## src/rtl/wb_cache_pkg.sv

```systemverilog
`default_nettype none

package wb_cache_pkg;

    typedef logic [31:0] addr_t;
    typedef logic [31:0] word_t;
    typedef logic [3:0]  be_t;

    localparam int WORD_BYTES = 4;

    // per-line state, no coherence
    typedef enum logic [1:0] {
        state_invalid = 2'd0,
        state_clean   = 2'd1,
        state_dirty   = 2'd2
    } block_state_e;

    typedef enum logic {
        op_read_block = 1'b0,
        op_write_back = 1'b1
    } bus_op_e;

    typedef struct packed {
        logic  write;
        be_t   be;
        addr_t addr;
        word_t wdata;
    } core_req_t;

    typedef struct packed {
        word_t rdata;
    } core_rsp_t;

    // addr is always block aligned
    typedef struct packed {
        bus_op_e op;
        addr_t   addr;
    } bus_req_t;

endpackage

`default_nettype wire

```

## src/rtl/cache_ctrl.sv

```systemverilog
`timescale 1ns/1ps
`default_nettype none

module cache_ctrl #(
    parameter int sets_p        = 16,
    parameter int block_words_p = 4,
    localparam int offset_w     = $clog2(block_words_p) + 2,
    localparam int index_w      = $clog2(sets_p),
    localparam int tag_w        = 32 - offset_w - index_w,
    localparam int block_bits   = block_words_p * 32
) (
    input  wire logic                             clk_i,
    input  wire logic                             nreset_i,
    input  wire logic                             core_valid_i,
    input  wire wb_cache_pkg::core_req_t          core_req_i,
    input  wire logic                             init_done_i,
    input  wire logic                             hit_i,
    input  wire logic                             hit_way_i,
    input  wire logic                             victim_way_i,
    input  wire wb_cache_pkg::block_state_e [1:0] way_state_i,
    input  wire logic [1:0][tag_w-1:0]            way_tag_i,
    input  wire logic [1:0][block_bits-1:0]       way_data_i,
    input  wire wb_cache_pkg::word_t              load_word_i,
    input  wire logic [block_bits-1:0]            merged_block_i,
    input  wire logic                             bus_yumi_i,
    input  wire logic                             bus_rsp_valid_i,
    input  wire logic [block_bits-1:0]            bus_rdata_i,

    output logic                                  core_ready_o,
    output logic                                  core_rsp_valid_o,
    output wb_cache_pkg::core_rsp_t               core_rsp_o,
    output logic                                  bus_valid_o,
    output wb_cache_pkg::bus_req_t                bus_req_o,
    output logic [block_bits-1:0]                 bus_wdata_o,
    output logic                                  rd_en_o,
    output logic [index_w-1:0]                    set_index_o,
    output logic                                  wr_en_o,
    output logic                                  wr_way_o,
    output logic [tag_w-1:0]                      wr_tag_o,
    output wb_cache_pkg::block_state_e            wr_state_o,
    output logic [block_bits-1:0]                 wr_data_o,
    output logic                                  lru_touch_o,
    output wb_cache_pkg::core_req_t               req_o
);

    typedef enum logic [2:0] {
        s_idle,
        s_lookup,
        s_write_back,
        s_read_req,
        s_refill
    } ctrl_state_e;

    ctrl_state_e             state_r;
    ctrl_state_e             state_n;
    wb_cache_pkg::core_req_t req_r;
    logic                    accept;
    logic                    respond;
    logic                    victim_dirty;
    logic [tag_w-1:0]        bus_tag;

    assign accept       = core_valid_i && core_ready_o;
    assign core_ready_o = (state_r == s_idle) && init_done_i;
    assign req_o        = req_r;
    assign victim_dirty = way_state_i[victim_way_i] == wb_cache_pkg::state_dirty;

    always_comb begin
        state_n = state_r;
        case (state_r)
            s_idle:       state_n = accept ? s_lookup : s_idle;
            s_lookup: begin
                if (hit_i) begin
                    state_n = s_idle;
                end else if (victim_dirty) begin
                    state_n = s_write_back;
                end else begin
                    state_n = s_read_req;
                end
            end
            s_write_back: state_n = bus_yumi_i ? s_read_req : s_write_back;
            s_read_req:   state_n = bus_yumi_i ? s_refill : s_read_req;
            s_refill:     state_n = bus_rsp_valid_i ? s_idle : s_refill;
            default:      state_n = s_idle;
        endcase
    end

    // hit answers from lookup, miss from the refill beat
    assign respond = (state_r == s_lookup && hit_i) || (state_r == s_refill && bus_rsp_valid_i);

    always_ff @(posedge clk_i) begin
        if (nreset_i) begin
            state_r          <= s_idle;
            core_rsp_valid_o <= 1'b0;
        end else begin
            state_r          <= state_n;
            core_rsp_valid_o <= respond;
        end
        if (accept) begin
            req_r <= core_req_i;
        end
        if (respond) begin
            core_rsp_o.rdata <= req_r.write ? '0 : load_word_i;
        end
    end

    // arrays are read while the request is taken
    assign rd_en_o     = accept;
    assign set_index_o = accept ? core_req_i.addr[offset_w +: index_w]
                                : req_r.addr[offset_w +: index_w];

    assign bus_valid_o = (state_r == s_write_back) || (state_r == s_read_req);
    assign bus_tag     = (state_r == s_write_back) ? way_tag_i[victim_way_i]
                                                   : req_r.addr[31 -: tag_w];
    assign bus_req_o   = '{
        op:   (state_r == s_write_back) ? wb_cache_pkg::op_write_back
                                        : wb_cache_pkg::op_read_block,
        addr: {bus_tag, req_r.addr[offset_w +: index_w], {offset_w{1'b0}}}
    };

    // victim line during eviction, hit line in lookup, fill data on refill
    assign bus_wdata_o = (state_r == s_refill) ? bus_rdata_i
                                               : way_data_i[hit_i ? hit_way_i : victim_way_i];

    assign wr_en_o     = (state_r == s_lookup && hit_i && req_r.write)
                       || (state_r == s_refill && bus_rsp_valid_i);
    assign wr_way_o    = (state_r == s_lookup) ? hit_way_i : victim_way_i;
    assign wr_tag_o    = req_r.addr[31 -: tag_w];
    assign wr_state_o  = req_r.write ? wb_cache_pkg::state_dirty : wb_cache_pkg::state_clean;
    assign wr_data_o   = req_r.write ? merged_block_i : bus_rdata_i;
    assign lru_touch_o = respond;

    a_rsp_in_refill: assert property (@(posedge clk_i) disable iff (nreset_i)
        bus_rsp_valid_i |-> state_r == s_refill);

    a_lookup_one_cycle: assert property (@(posedge clk_i) disable iff (nreset_i)
        state_r == s_lookup |=> state_r != s_lookup);

    // victim chosen by way_select must still be dirty in the arrays
    a_wb_only_dirty: assert property (@(posedge clk_i) disable iff (nreset_i)
        bus_valid_o && bus_req_o.op == wb_cache_pkg::op_write_back |-> victim_dirty);

endmodule

`default_nettype wire

```

## config.mk

```make
export PLATFORM = sky130hd
export DESIGN_NAME = cache_ctrl
export DESIGN_NICKNAME = d
export VERILOG_FILES = /design/src/rtl/wb_cache_pkg.sv /design/src/rtl/cache_ctrl.sv
export SDC_FILE = /design/constraint.sdc
export NUM_CORES = 1
export LEC_CHECK = 0
export ABC_AREA = 1
export BUFFER_PORTS_ARGS = -buffer_cell sky130_fd_sc_hd__buf_2
export CAP_MARGIN = 20
export CELL_PAD_IN_SITES_DETAIL_PLACEMENT = 0
export CELL_PAD_IN_SITES_GLOBAL_PLACEMENT = 1
export CORE_AREA = 2 2 433 435
export DETAILED_ROUTE_END_ITERATION = 8
export DIE_AREA = 0 0 435 437
export MAX_ROUTING_LAYER = met4
export PLACE_DENSITY_LB_ADDON = 0.1
export SETUP_SLACK_MARGIN = 0.15
export SYNTH_ARGS = -nofsm -noshare
export SYNTH_HDL_FRONTEND = slang
export SYNTH_SLANG_ARGS = --single-unit
```

## constraint.sdc

```tcl
create_clock -name clk_i -period 2.9 [get_ports clk_i]
set_input_delay 0.145 -clock clk_i [delete_from_list [all_inputs] [get_ports clk_i]]
set_output_delay 0.145 -clock clk_i [all_outputs]
set_load 0.03 [all_outputs]
```

======== Word-level counts from Yosys, hierarchy flattened ========
Index checks and enable logic that the tools add are counted.
W data, S select, Z words.
storage, ports and cells
  memory bits (writable) .................. 0
  word-level logic and storage cells ...... 44
  latch bits .............................. 0
  register bits after elaboration ......... 105
  input port bits ......................... 674
  memories ................................ 0
  ROM bits ................................ 0
cells by class
  divide/modulo/power cells ............... 0
  multiply operators ...................... 0
  multiplexer cells ....................... 21
  reductions and logical operators ........ 9
  eq/ne operators ......................... 5
  bitwise gates (word level) .............. 0
  add/sub/neg operators ................... 0
  shift operators ......................... 0
  magnitude comparators ................... 2
operators by type and width
  operator              number
  $mux W128             4
  $mux W24              3
  $pmux W3 S5           1
  $mux W2               4
  $eq A3 B2 Y1 const B  2
  $mux W1               6
  $mux W3               2
  $logic_and A1 B1 Y1   5
  $lt A1 B2 Y1 const B  2
  $mux W4               1
  $eq A3 B1 Y1 const B  1
  $eq A3 B3 Y1 const B  1
  $logic_not A3 Y1      1
  $logic_or A1 B1 Y1    3
  $eq A2 B2 Y1 const B  1

======== Logic depth before layout (Yosys ltp) ========
Gate-level depths: netlist of run 1.
  depth in word-level cells ............... 6
  mapped depth ............................ 8

======== Worst setup path after synthesis of run 1 ========
No wires, ideal clock.
  kind .................................... reg2out
  start ................................... register state_r[0]
  end ..................................... output port set_index_o[0]
  cell stages (with the launch flop) ...... 6
  path slack .............................. 76 ps
  buffers on the path ..................... 0
  arrival ................................. 2679 ps
  cell sequence ........................... dfxtp_1 nor2_1 nand3_1 inv_1 nand2_1 nand2_1
between the ends
  cells in the longest elaborated chain, start to end .. 4
ends and longest elaborated chain
  element                   RTL line           source
  start: declaration        cache_ctrl.sv:54   ctrl_state_e state_r;
  start signal: assignment  cache_ctrl.sv:92   state_r <= s_idle;
  start signal: assignment  cache_ctrl.sv:95   state_r <= state_n;
  $logic_not A3 Y1          cache_ctrl.sv:63   assign core_ready_o = (state_r == s_idle) && init_done_i;
  $logic_and A1 B1 Y1       cache_ctrl.sv:63
  $logic_and A1 B1 Y1       cache_ctrl.sv:62   assign accept = core_valid_i && core_ready_o;
  named net rd_en_o         cache_ctrl.sv:35   output logic rd_en_o,
  $mux W4                   cache_ctrl.sv:108  assign set_index_o = accept ? core_req_i.addr[offset_w +: index_w]
  end: declaration          cache_ctrl.sv:36   output logic [index_w-1:0] set_index_o,
The timed path passes the listed nets, and every way through them passes these cells.

======== Worst setup path after layout of run 1 ========
  start ................................... register state_r[0]
  end ..................................... output port bus_wdata_o[127]
between the ends
  cells in the longest elaborated chain, start to end .. 2
ends and longest elaborated chain
  element           RTL line           source
  $eq A3 B3 Y1      cache_ctrl.sv:121  assign bus_wdata_o = (state_r == s_refill) ? bus_rdata_i
  $mux W128         cache_ctrl.sv:121
  end: declaration  cache_ctrl.sv:34   output logic [block_bits-1:0] bus_wdata_o,
Every way passes these cells.

==> results.cfg, run 1 <==
[run_status]
status = completed

[sta]
tightest_slew_ps = 873
skew_ps = 6.70
fmax_ghz = 0.405
relSlewSlack_pct = 41.3
tns_ps = 0
grt_setup_unrepaired = false
finalSetupViolations = 0
fin_crit_ps = 2470
final_max_slew_viol_count = 0
post-route-period-util_pct = 85.1
finalHoldViolations = 0

[layout]
nFillCells = 22100
final_util_pct = 9.76
seqCellArea_sq_um = 3110
multi_input_area_sq_um = 4530
layout-drive-gt1-share_pct = 47.0
nets = 3132
area.growth.synth_to_final_pct = 113

[pwr]
internal_power_mw = 3.37
power_density_nw_per_um2 = 345
p_comb_share_pct = 48.0
swShare_pct = 46.0
power_frac_seq_pct = 28.6
ir_drop_uv = 265
power_mw = 6.24
leakage_nw = 8.92
p_sw_mw = 2.87
clkPwrFrac_pct = 23.4

[clock_network]
cts.path.max_buffers = 2
clkLatencyLatePin_ps = 390
cts_buffers = 9
cts-root-buf = clkbuf_16
clock-sinks = 105
cts_tree = built
clk_pin_slew_worst_paths_ps = 90
htreeDepth = 3

[logic_synthesis]
synth_area_leader_cell = edfxtp_1
synth_top_family_by_area = simple AND/OR/NAND/NOR gates
synth_edf_count = 101
synth_common_cells = nand2_1 (691), nor2_1 (215), a31oi_1 (128)
synthAdderAreaFrac_pct = 0
yosys.area.top_type_share_pct = 35.7
synth_compound_area_share_pct = 12.0
ys_top_cells_by_area = edfxtp_1 (36%), nand2_1 (31%), nor2_1 (9.5%)
postSynthAreaPerCell_sq_um = 6.26
synth_most_common_cell = nand2_1
synthSimpleGateAreaFrac_pct = 40.6
synth_cells = 1358
ys_ff_latch = 105
synth_warnings = 0
synthArstFlopShare_pct = 0
netlist_area_sq_um = 8500
synthFlopType = edfxtp_1
synth_xor_area_share_pct = 0
synthMuxAreaShare_pct = 0
ys_seq_area_share_pct = 36.6
ys_types = 20

[detailed_routing]
drc = 0
drt-initial-drc-count = 623
ant_nets = 0
dr.pass1.iters = 5
routedWlPerCell_microns = 21.9
via_per_inst = 2.72
num_vias = 13500
drt_wl_total_microns = 109000

[floorplanning]
num_rows = 158
die_h_microns = 437
num_io_pins = 1101
die_w_microns = 435
start_util_pct = 4.59
dieArea_sq_um = 190000
core-area_sq_um = 185000

[setup_path]
path_class = reg2out
worstSetupEndpointType = output pin
worstPathRequired_ps = 2760
cp_data_arrival_time_ps = 2320
crit_path_start_kind = register
worstPathMaxFanout = 31

[placement]
dp_hpwl_microns = 93700
gp_congestion = 0.875
portBuffers = 1096

[hold_path]
holdCritPathClass = in2reg

[grt]
antenna_found_initial = 42
grt_first_pass_wirelength_microns = 139000
grt_usage_pct = 11.2
grt_pass1_vias = 14000
gr-total-overflow = 0
grt_max_degree = 76

[job]
maxCapViolCount = 0
## layout make-up
cell class / count / share of cell area (%)
Timing Repair Buffer: 1218 / 37.5
Multi-Input combinational cell: 1078 / 25.1
Sequential cell: 105 / 17.2
Tap cell: 2480 / 17.2
Clock buffer: 9 / 1.25
Inverter: 46 / 1.00
Clock inverter: 7 / 0.520
Antenna cell: 16 / 0.222
## kinds of logic (layout without fill, tap and decap cells)
| family | after synthesis | in the layout |
|---|---|---|
| AND/OR/NAND/NOR | 914 | 914 |
| buffers and inverters | 178 | 1280 |
| AO/OA/AOI/OAI | 160 | 160 |
| flip-flops | 105 | 105 |
| other | 1 | 20 |
## through the flow
stage          setup slack (ps)  area [sq um]  cells  hold slack [ps]
2_1_floorplan               608          8510   1361              214
3_3_place_gp                514         16800   4841              323
3_5_place_dp                547         16800   4841              323
4_1_cts                     293         18000   4943            0.532
5_1_grt                     193         18000   4955             30.0
6_report                    432         18100   4959             36.9
## critical path: stages (launching register included)
cell	delay (ps)
dfxtp_1	370
nor2_2	290
nand2_8	260
buf_4	330
a31oi_1	370
buf_2	270
## repair_timing
action,in CTS,in global routing
hold buffers,86,0
resized for setup,3,0
setup endpoints to repair,2,0
buffers inserted,0,0
hold endpoints to repair,88,0
## sequential cells by signal, summed over array words and instances (netlist names)
| name | flops |
|---|---|
| core_rsp_o | 32 |
| core_rsp_valid_o | 1 |
| bus_req_o | 4 |
| state_r | 3 |
| req_o | 65 |
## placed cells by master (no fill, tap or decap)
cell type / n
nand2_2: 1
a31oi_1: 128
buf_12: 12
nand2_8: 1
clkinvlp_4: 2
inv_2: 1
nand3_1: 4
inv_6: 2
o21ai_4: 2
conb_1: 4
clkbuf_16: 9
nand2_1: 689
buf_6: 1
inv_8: 2
diode_2: 16
o21ai_0: 3
inv_1: 43
dfxtp_1: 4
nor2_1: 214
nor2_2: 1
dlygate4sd3_1: 86
o21bai_1: 1
clkinv_4: 1
bufinv_16: 1
o31ai_1: 24
buf_4: 23
a21oi_1: 2
edfxtp_1: 101
nor4_1: 1
buf_2: 1096
or2_2: 1
nand4_1: 2
inv_12: 1
## final timing paths
path | startpoint | endpoint | slack, ps | cells after the start
setup reg to reg | state_r[2] | req_o[43] | 830 | 4
hold reg to reg | state_r[1] | state_r[2] | 660 | 4
setup / recovery | state_r[0] | bus_wdata_o[127] | 430 | 5
hold / removal | load_word_i[5] | core_rsp_o[5] | 40 | 3
## per-layer routing
| metal | track usage [%] | vias to the layer above | part of all wire [%] |
|---|---|---|---|
| met2 | 20.1 | 551 | 52 |
| li1 | - | 6559 | - |
| met5 | - | - | 0 |
| met4 | 2.39 | 0 | 2.0 |
| met1 | 12.5 | 6266 | 40 |
| met3 | 2.68 | 91 | 5.5 |
## power by group through the flow
stage	clock network [mW]	registers (mW)	logic (mW)
after floorplan	0	1.92	1.37
after global placement	0	1.82	3.01
after detailed placement	0	1.82	2.98
after CTS	1.58	1.79	3.09
after global routing	1.59	1.79	3.22
final	1.46	1.78	3.00
(Power assumes the default switching activity.)
==> run 2: changes to the inputs <==
--- a/config.mk
+++ b/config.mk
@@ -8,13 +8,13 @@
 export ABC_AREA = 1
 export BUFFER_PORTS_ARGS = -buffer_cell sky130_fd_sc_hd__buf_2
 export CAP_MARGIN = 20
-export CELL_PAD_IN_SITES_DETAIL_PLACEMENT = 0
-export CELL_PAD_IN_SITES_GLOBAL_PLACEMENT = 1
-export CORE_AREA = 2 2 433 435
+export CELL_PAD_IN_SITES_DETAIL_PLACEMENT = 1
+export CELL_PAD_IN_SITES_GLOBAL_PLACEMENT = 2
+export CORE_AREA = 2 2 426 428
 export DETAILED_ROUTE_END_ITERATION = 8
-export DIE_AREA = 0 0 435 437
+export DIE_AREA = 0 0 428 430
 export MAX_ROUTING_LAYER = met4
-export PLACE_DENSITY_LB_ADDON = 0.1
+export PLACE_DENSITY = 0.47
 export SETUP_SLACK_MARGIN = 0.15
 export SYNTH_ARGS = -nofsm -noshare
 export SYNTH_HDL_FRONTEND = slang
==> run 2 against run 1 <==
Clock power hardly changed; first-iteration DRC count is 18% higher; clock skew is 11 ps higher; wire length is 24% higher; hold slack worse by 6.3 ps; sequential share of layout area is 0.27 points lower; fmax is 7.5% lower; global-route usage is 3.4 points higher; total power is 4.8% higher; sequential cell count stayed put; cell count is 1.0% lower; highest routed layer unchanged.
==> results.cfg, run 2 (synthesis gave the netlist of run 1 again) <==
[run_status]
status = completed

[grt]
grt_pass1_vias = 14900
grt_first_pass_wirelength_microns = 168000
grt_usage_pct = 14.6
grt_max_degree = 90
gr-total-overflow = 0
antenna_found_initial = 105

[setup_path]
reg2reg_from = state_r[0]
r2r-end = core_rsp_o[22]
worstRegToRegCells = 4
worstPathRequired_ps = 2760
worstSetupEndpointType = output pin
worstPathMaxFanout = 73
r2r_setup_slack_ps = 890
path_class = reg2out
cp_data_arrival_time_ps = 2520
crit_path_start_kind = register

[clock_network]
cts_buffers = 9
clkLatencyLatePin_ps = 430
cts_tree = built
clk_pin_slew_worst_paths_ps = 90
cts.path.max_buffers = 2
htreeDepth = 3
clock-sinks = 105
cts-root-buf = clkbuf_16
postCtsSetupBuffers = 0

[placement]
dp_hpwl_microns = 121000
gp_congestion = 0.940
dp_slack_ps = 313
portBuffers = 1096

[sta]
tightest_slew_ps = 733
grt_setup_unrepaired = false
post-route-period-util_pct = 92.0
relSlewSlack_pct = 51.1
fin_ws_ps = 232
finalSetupViolations = 0
finalHoldViolations = 0
tns_ps = 0
skew_ps = 17.6
final_max_slew_viol_count = 0
fin_crit_ps = 2670
fmax_ghz = 0.375

[job]
maxCapViolCount = 0

[detailed_routing]
drt-initial-drc-count = 737
num_vias = 14300
ant_nets = 0
drc = 0
drt_wl_total_microns = 135000
via_per_inst = 2.91
dr.pass1.iters = 5
routedWlPerCell_microns = 27.6

[pwr]
p_comb_share_pct = 50.9
internal_power_mw = 3.33
ir_drop_uv = 567
power_density_nw_per_um2 = 356
power_mw = 6.54
p_sw_mw = 3.21
power_frac_seq_pct = 27.3
clkPwrFrac_pct = 21.8
leakage_nw = 9.08
swShare_pct = 49.1

[floorplanning]
start_util_pct = 4.73
dieArea_sq_um = 184000
num_rows = 156
num_io_pins = 1101
die_h_microns = 430
die_w_microns = 428
core-area_sq_um = 180000

[hold_path]
holdPathStages = 3
holdPathEnd = core_rsp_o[7]
holdCritPathClass = in2reg
worstHoldStart = load_word_i[7]

[layout]
final_common_cell = buf_2
nFillCells = 22000
nets = 3161
mostFrequentLayoutCells = buf_2 (1093), nand2_1 (688), nor2_1 (214)
area.growth.synth_to_final_pct = 116
largest_reg_flops = 65
layout-drive-gt1-share_pct = 47.2
run 2: cell count changes in the layout (fill, tap and decap cells not counted), moves of 2 or more:
| cell | before | now |
|---|---|---|
| buf_4 | 23 | 34 |
| nand2_4 | 0 | 2 |
| buf_12 | 12 | 18 |
| buf_2 | 1096 | 1093 |
| a31oi_2 | 0 | 2 |
| clkinv_8 | 0 | 3 |
| diode_2 | 16 | 47 |
| inv_8 | 2 | 0 |
| a31oi_1 | 128 | 126 |
| dlygate4sd3_1 | 86 | 101 |
run 2: what timing repair did:
item / CTS / global route
hold endpoints to repair: 102 / 0
resized for setup: 4 / 4
setup endpoints to repair: 32 / 15
gates cloned: 0 / 0
hold buffers: 101 / 0
run 2: area by class of cell:
type                    count  area [sq um]  area share, %
diodes                     47           118          0.641
clock buffers               9           225           1.23
clock inverters             7          83.8          0.457
inverters                  46           181          0.989
multi-input cells        1078          4540           24.8
flip-flops and latches    105          3110           17.0
well taps                2370          2970           16.2
repair buffers           1247          7110           38.8
run 2: worst max path at each step:
stage / startpoint / endpoint / slack, ps / cells after the start
2_1_floorplan: state_r[0] / set_index_o[0] / 610 / 5
3_3_place_gp: req_o[68] / wr_data_o[92] / 310 / 4
3_5_place_dp: req_o[68] / wr_data_o[92] / 310 / 4
4_1_cts: req_o[68] / wr_data_o[92] / 90 / 4
5_1_grt: req_o[68] / wr_data_o[92] / 160 / 4
6_report: req_o[68] / wr_data_o[92] / 230 / 4
run 2: metrics by stage:
step / instances / area, sq um / utilization (%) / hold WS, ps
floorplan: 1361 / 8510 / - / 214
global placement: 4745 / 16900 / 9.39 / 322
detailed placement: 4745 / 16900 / 9.39 / 324
global route: 4902 / 18300 / 10.2 / 40.1
finish: 4909 / 18300 / 10.2 / 30.7
CTS: 4862 / 18200 / 10.1 / 3.14
run 2: metal layers:
layer | GRT usage, % | vias up | part of all wire (%)
li1 | - | 6666 | -
met1 | 16.4 | 6963 | 40
met2 | 25.9 | 571 | 51
met3 | 4.64 | 98 | 7.5
met4 | 1.38 | 0 | 0.82
met5 | - | - | 0
run 2: critical path, stage by stage, from the launching register on:
cell      delay [ps]
edfxtp_1         520
buf_8            420
nand2_1          350
nand2_1          270
buf_2            320
run 2: power groups by stage:
stage / registers, mW / logic, mW / clock network, mW
3_5_place_dp: 1.82 / 3.31 / 0
4_1_cts: 1.79 / 3.44 / 1.51
2_1_floorplan: 1.92 / 1.37 / 0
5_1_grt: 1.79 / 3.55 / 1.53
6_report: 1.79 / 3.32 / 1.43
3_3_place_gp: 1.82 / 3.35 / 0
==> run 3: changes to the inputs <==
--- a/config.mk
+++ b/config.mk
@@ -10,9 +10,9 @@
 export CAP_MARGIN = 20
 export CELL_PAD_IN_SITES_DETAIL_PLACEMENT = 1
 export CELL_PAD_IN_SITES_GLOBAL_PLACEMENT = 2
-export CORE_AREA = 2 2 426 428
+export CORE_AREA = 2 2 423 425
 export DETAILED_ROUTE_END_ITERATION = 8
-export DIE_AREA = 0 0 428 430
+export DIE_AREA = 0 0 425 427
 export MAX_ROUTING_LAYER = met4
 export PLACE_DENSITY = 0.47
 export SETUP_SLACK_MARGIN = 0.15
==> constraint.sdc (replaced) <==
create_clock -name clk_i -period 3.2 [get_ports clk_i]
set_input_delay 0.16 -clock clk_i [delete_from_list [all_inputs] [get_ports clk_i]]
set_output_delay 0.16 -clock clk_i [all_outputs]
set_load 0.03 [all_outputs]
==> run 3 against run 2 <==
Worst setup slack better by 120 ps; hold slack improved by 14 ps; first-iteration DRC count down 0.95%; die area fell by 1.4%; critical path depth up 3; critical path type unchanged; critical endpoint is now bus_wdata_o[19]; largest power group unchanged.
==> results.cfg, run 3 (synthesis gave the netlist of run 1 again) <==
[run_status]
status = completed

[placement]
gp_congestion = 0.976
place_inst = 4712
dp_hpwl_microns = 113000
portBuffers = 1096

[setup_path]
cp_data_arrival_time_ps = 2690
worstPathRequired_ps = 3040
worstSetupEndpointType = output pin
r2r_setup_slack_ps = 1130
worstRegToRegCells = 4
crit_path_start_kind = register
worstPathMaxFanout = 90
path_class = reg2out
r2r-end = core_rsp_o[23]
reg2reg_from = state_r[0]

[sta]
fin_crit_ps = 2850
post-route-period-util_pct = 89.0
skew_ps = 21.4
final_max_slew_viol_count = 0
fmax_ghz = 0.351
finalSetupViolations = 0
finalHoldViolations = 0
tns_ps = 0
relSlewSlack_pct = 26.7
tightest_slew_ps = 1100
grt_setup_unrepaired = false

[floorplanning]
num_rows = 155
core-area_sq_um = 177000
dieArea_sq_um = 181000
start_util_pct = 4.79
die_h_microns = 427
num_io_pins = 1101
die_w_microns = 425

[hold_path]
worstHoldStart = load_word_i[30]
holdCritPathClass = in2reg
holdPathEnd = core_rsp_o[30]
holdPathStages = 3

[layout]
final_cells = 4862
nFillCells = 21900
nets = 3127
seqCellArea_sq_um = 3110
multi_input_area_sq_um = 4530
final_common_cell = buf_2
layout-drive-gt1-share_pct = 46.9
largest_reg_flops = 65
area.growth.synth_to_final_pct = 111
mostFrequentLayoutCells = buf_2 (1095), nand2_1 (688), nor2_1 (215)

[detailed_routing]
drt-initial-drc-count = 730
ant_nets = 0
dr.pass1.iters = 4
dr_wl_met3_microns = 12900
num_vias = 14200
drt_wl_total_microns = 127000
via_per_inst = 2.93
routedWlPerCell_microns = 26.1
highest_layer = met4
m1WireLength_microns = 48800
wl_met2_microns = 63700
drc = 0

[clock_network]
cts_buffers = 9
cts-root-buf = clkbuf_16
clock-sinks = 105
clkLatencyLatePin_ps = 420
postCtsSetupBuffers = 0
cts.path.max_buffers = 2
clk_pin_slew_worst_paths_ps = 90
htreeDepth = 3
cts_tree = built

[pwr]
swShare_pct = 47.6
internal_power_mw = 3.04
p_sw_mw = 2.76
power_density_nw_per_um2 = 323
ir_drop_uv = 296
leakage_nw = 8.91
clkPwrFrac_pct = 21.9
power_frac_seq_pct = 27.8
p_comb_share_pct = 50.3

[grt]
grt_first_pass_wirelength_microns = 156000
grt_usage_pct = 13.6
antenna_found_initial = 93
gr-total-overflow = 0
grt_max_degree = 163
grt_pass1_vias = 14400

[job]
maxCapViolCount = 0
## run 3: changes by cell type in the layout (fill, tap and decap cells not counted), moves of 2 or more
cell,before,now
buf_12,18,14
dlygate4sd3_1,101,85
clkinv_4,2,0
clkinv_2,0,2
buf_4,34,19
clkinv_8,3,1
buf_2,1093,1095
diode_2,47,50
## run 3: routing by layer
layer,track usage [%],vias up
li1,-,6605
met1,14.8,6912
met2,23.4,627
met3,6.07,90
met4,1.65,0
met5,-,-
## run 3: metrics by stage
step	setup WS (ps)	total power, mW	hold slack, ps	cell area [sq um]	utilization, %
floorplan	361	2.98	229	8510	-
global placement	630	4.57	338	16700	9.40
detailed placement	680	4.55	338	16700	9.40
CTS	151	5.97	0.612	17800	10.0
global route	196	6.10	27.7	17900	10.1
finish	354	5.80	45.0	17900	10.1
## run 3: worst max-delay path by stage
stage / startpoint / to / slack, ps / cells past startpoint
after floorplan: state_r[0] / set_index_o[0] / 360 / 5
after global placement: state_r[0] / bus_wdata_o[19] / 630 / 7
after detailed placement: state_r[0] / bus_wdata_o[19] / 680 / 7
after CTS: state_r[0] / bus_wdata_o[19] / 150 / 7
after global routing: state_r[0] / bus_wdata_o[19] / 200 / 7
final: state_r[0] / bus_wdata_o[19] / 350 / 7
## run 3: layout make-up
type,count,share of cell area [%]
Clock inverter,6,0.425
Inverter,46,0.997
Antenna cell,50,0.697
Timing Repair Buffer,1213,37.6
Multi-Input combinational cell,1078,25.2
Tap cell,2355,16.4
Clock buffer,9,1.26
Sequential cell,105,17.3
## run 3: repair_timing
action                                  in CTS  in global routing
resized for setup                            0                  1
hold buffers                                85                  0
endpoints found under the setup margin       0                  1
hold endpoints to repair                    86                  0
## run 3: worst max-delay path, stage by stage, from the launching register on
cell	delay, ps
dfxtp_1	430
nor2_1	140
nand2_4	280
buf_12	310
buf_4	310
nor2_1	70
a31oi_2	320
buf_2	280
## run 3: power groups by stage
stage                     clock network, mW  registers, mW  logic, mW
after global placement                    0           1.65       2.92
after global routing                   1.37           1.62       3.11
after detailed placement                  0           1.65       2.91
after floorplan                           0           1.74       1.24
final                                  1.27           1.61       2.92
after CTS                              1.35           1.62       3.00
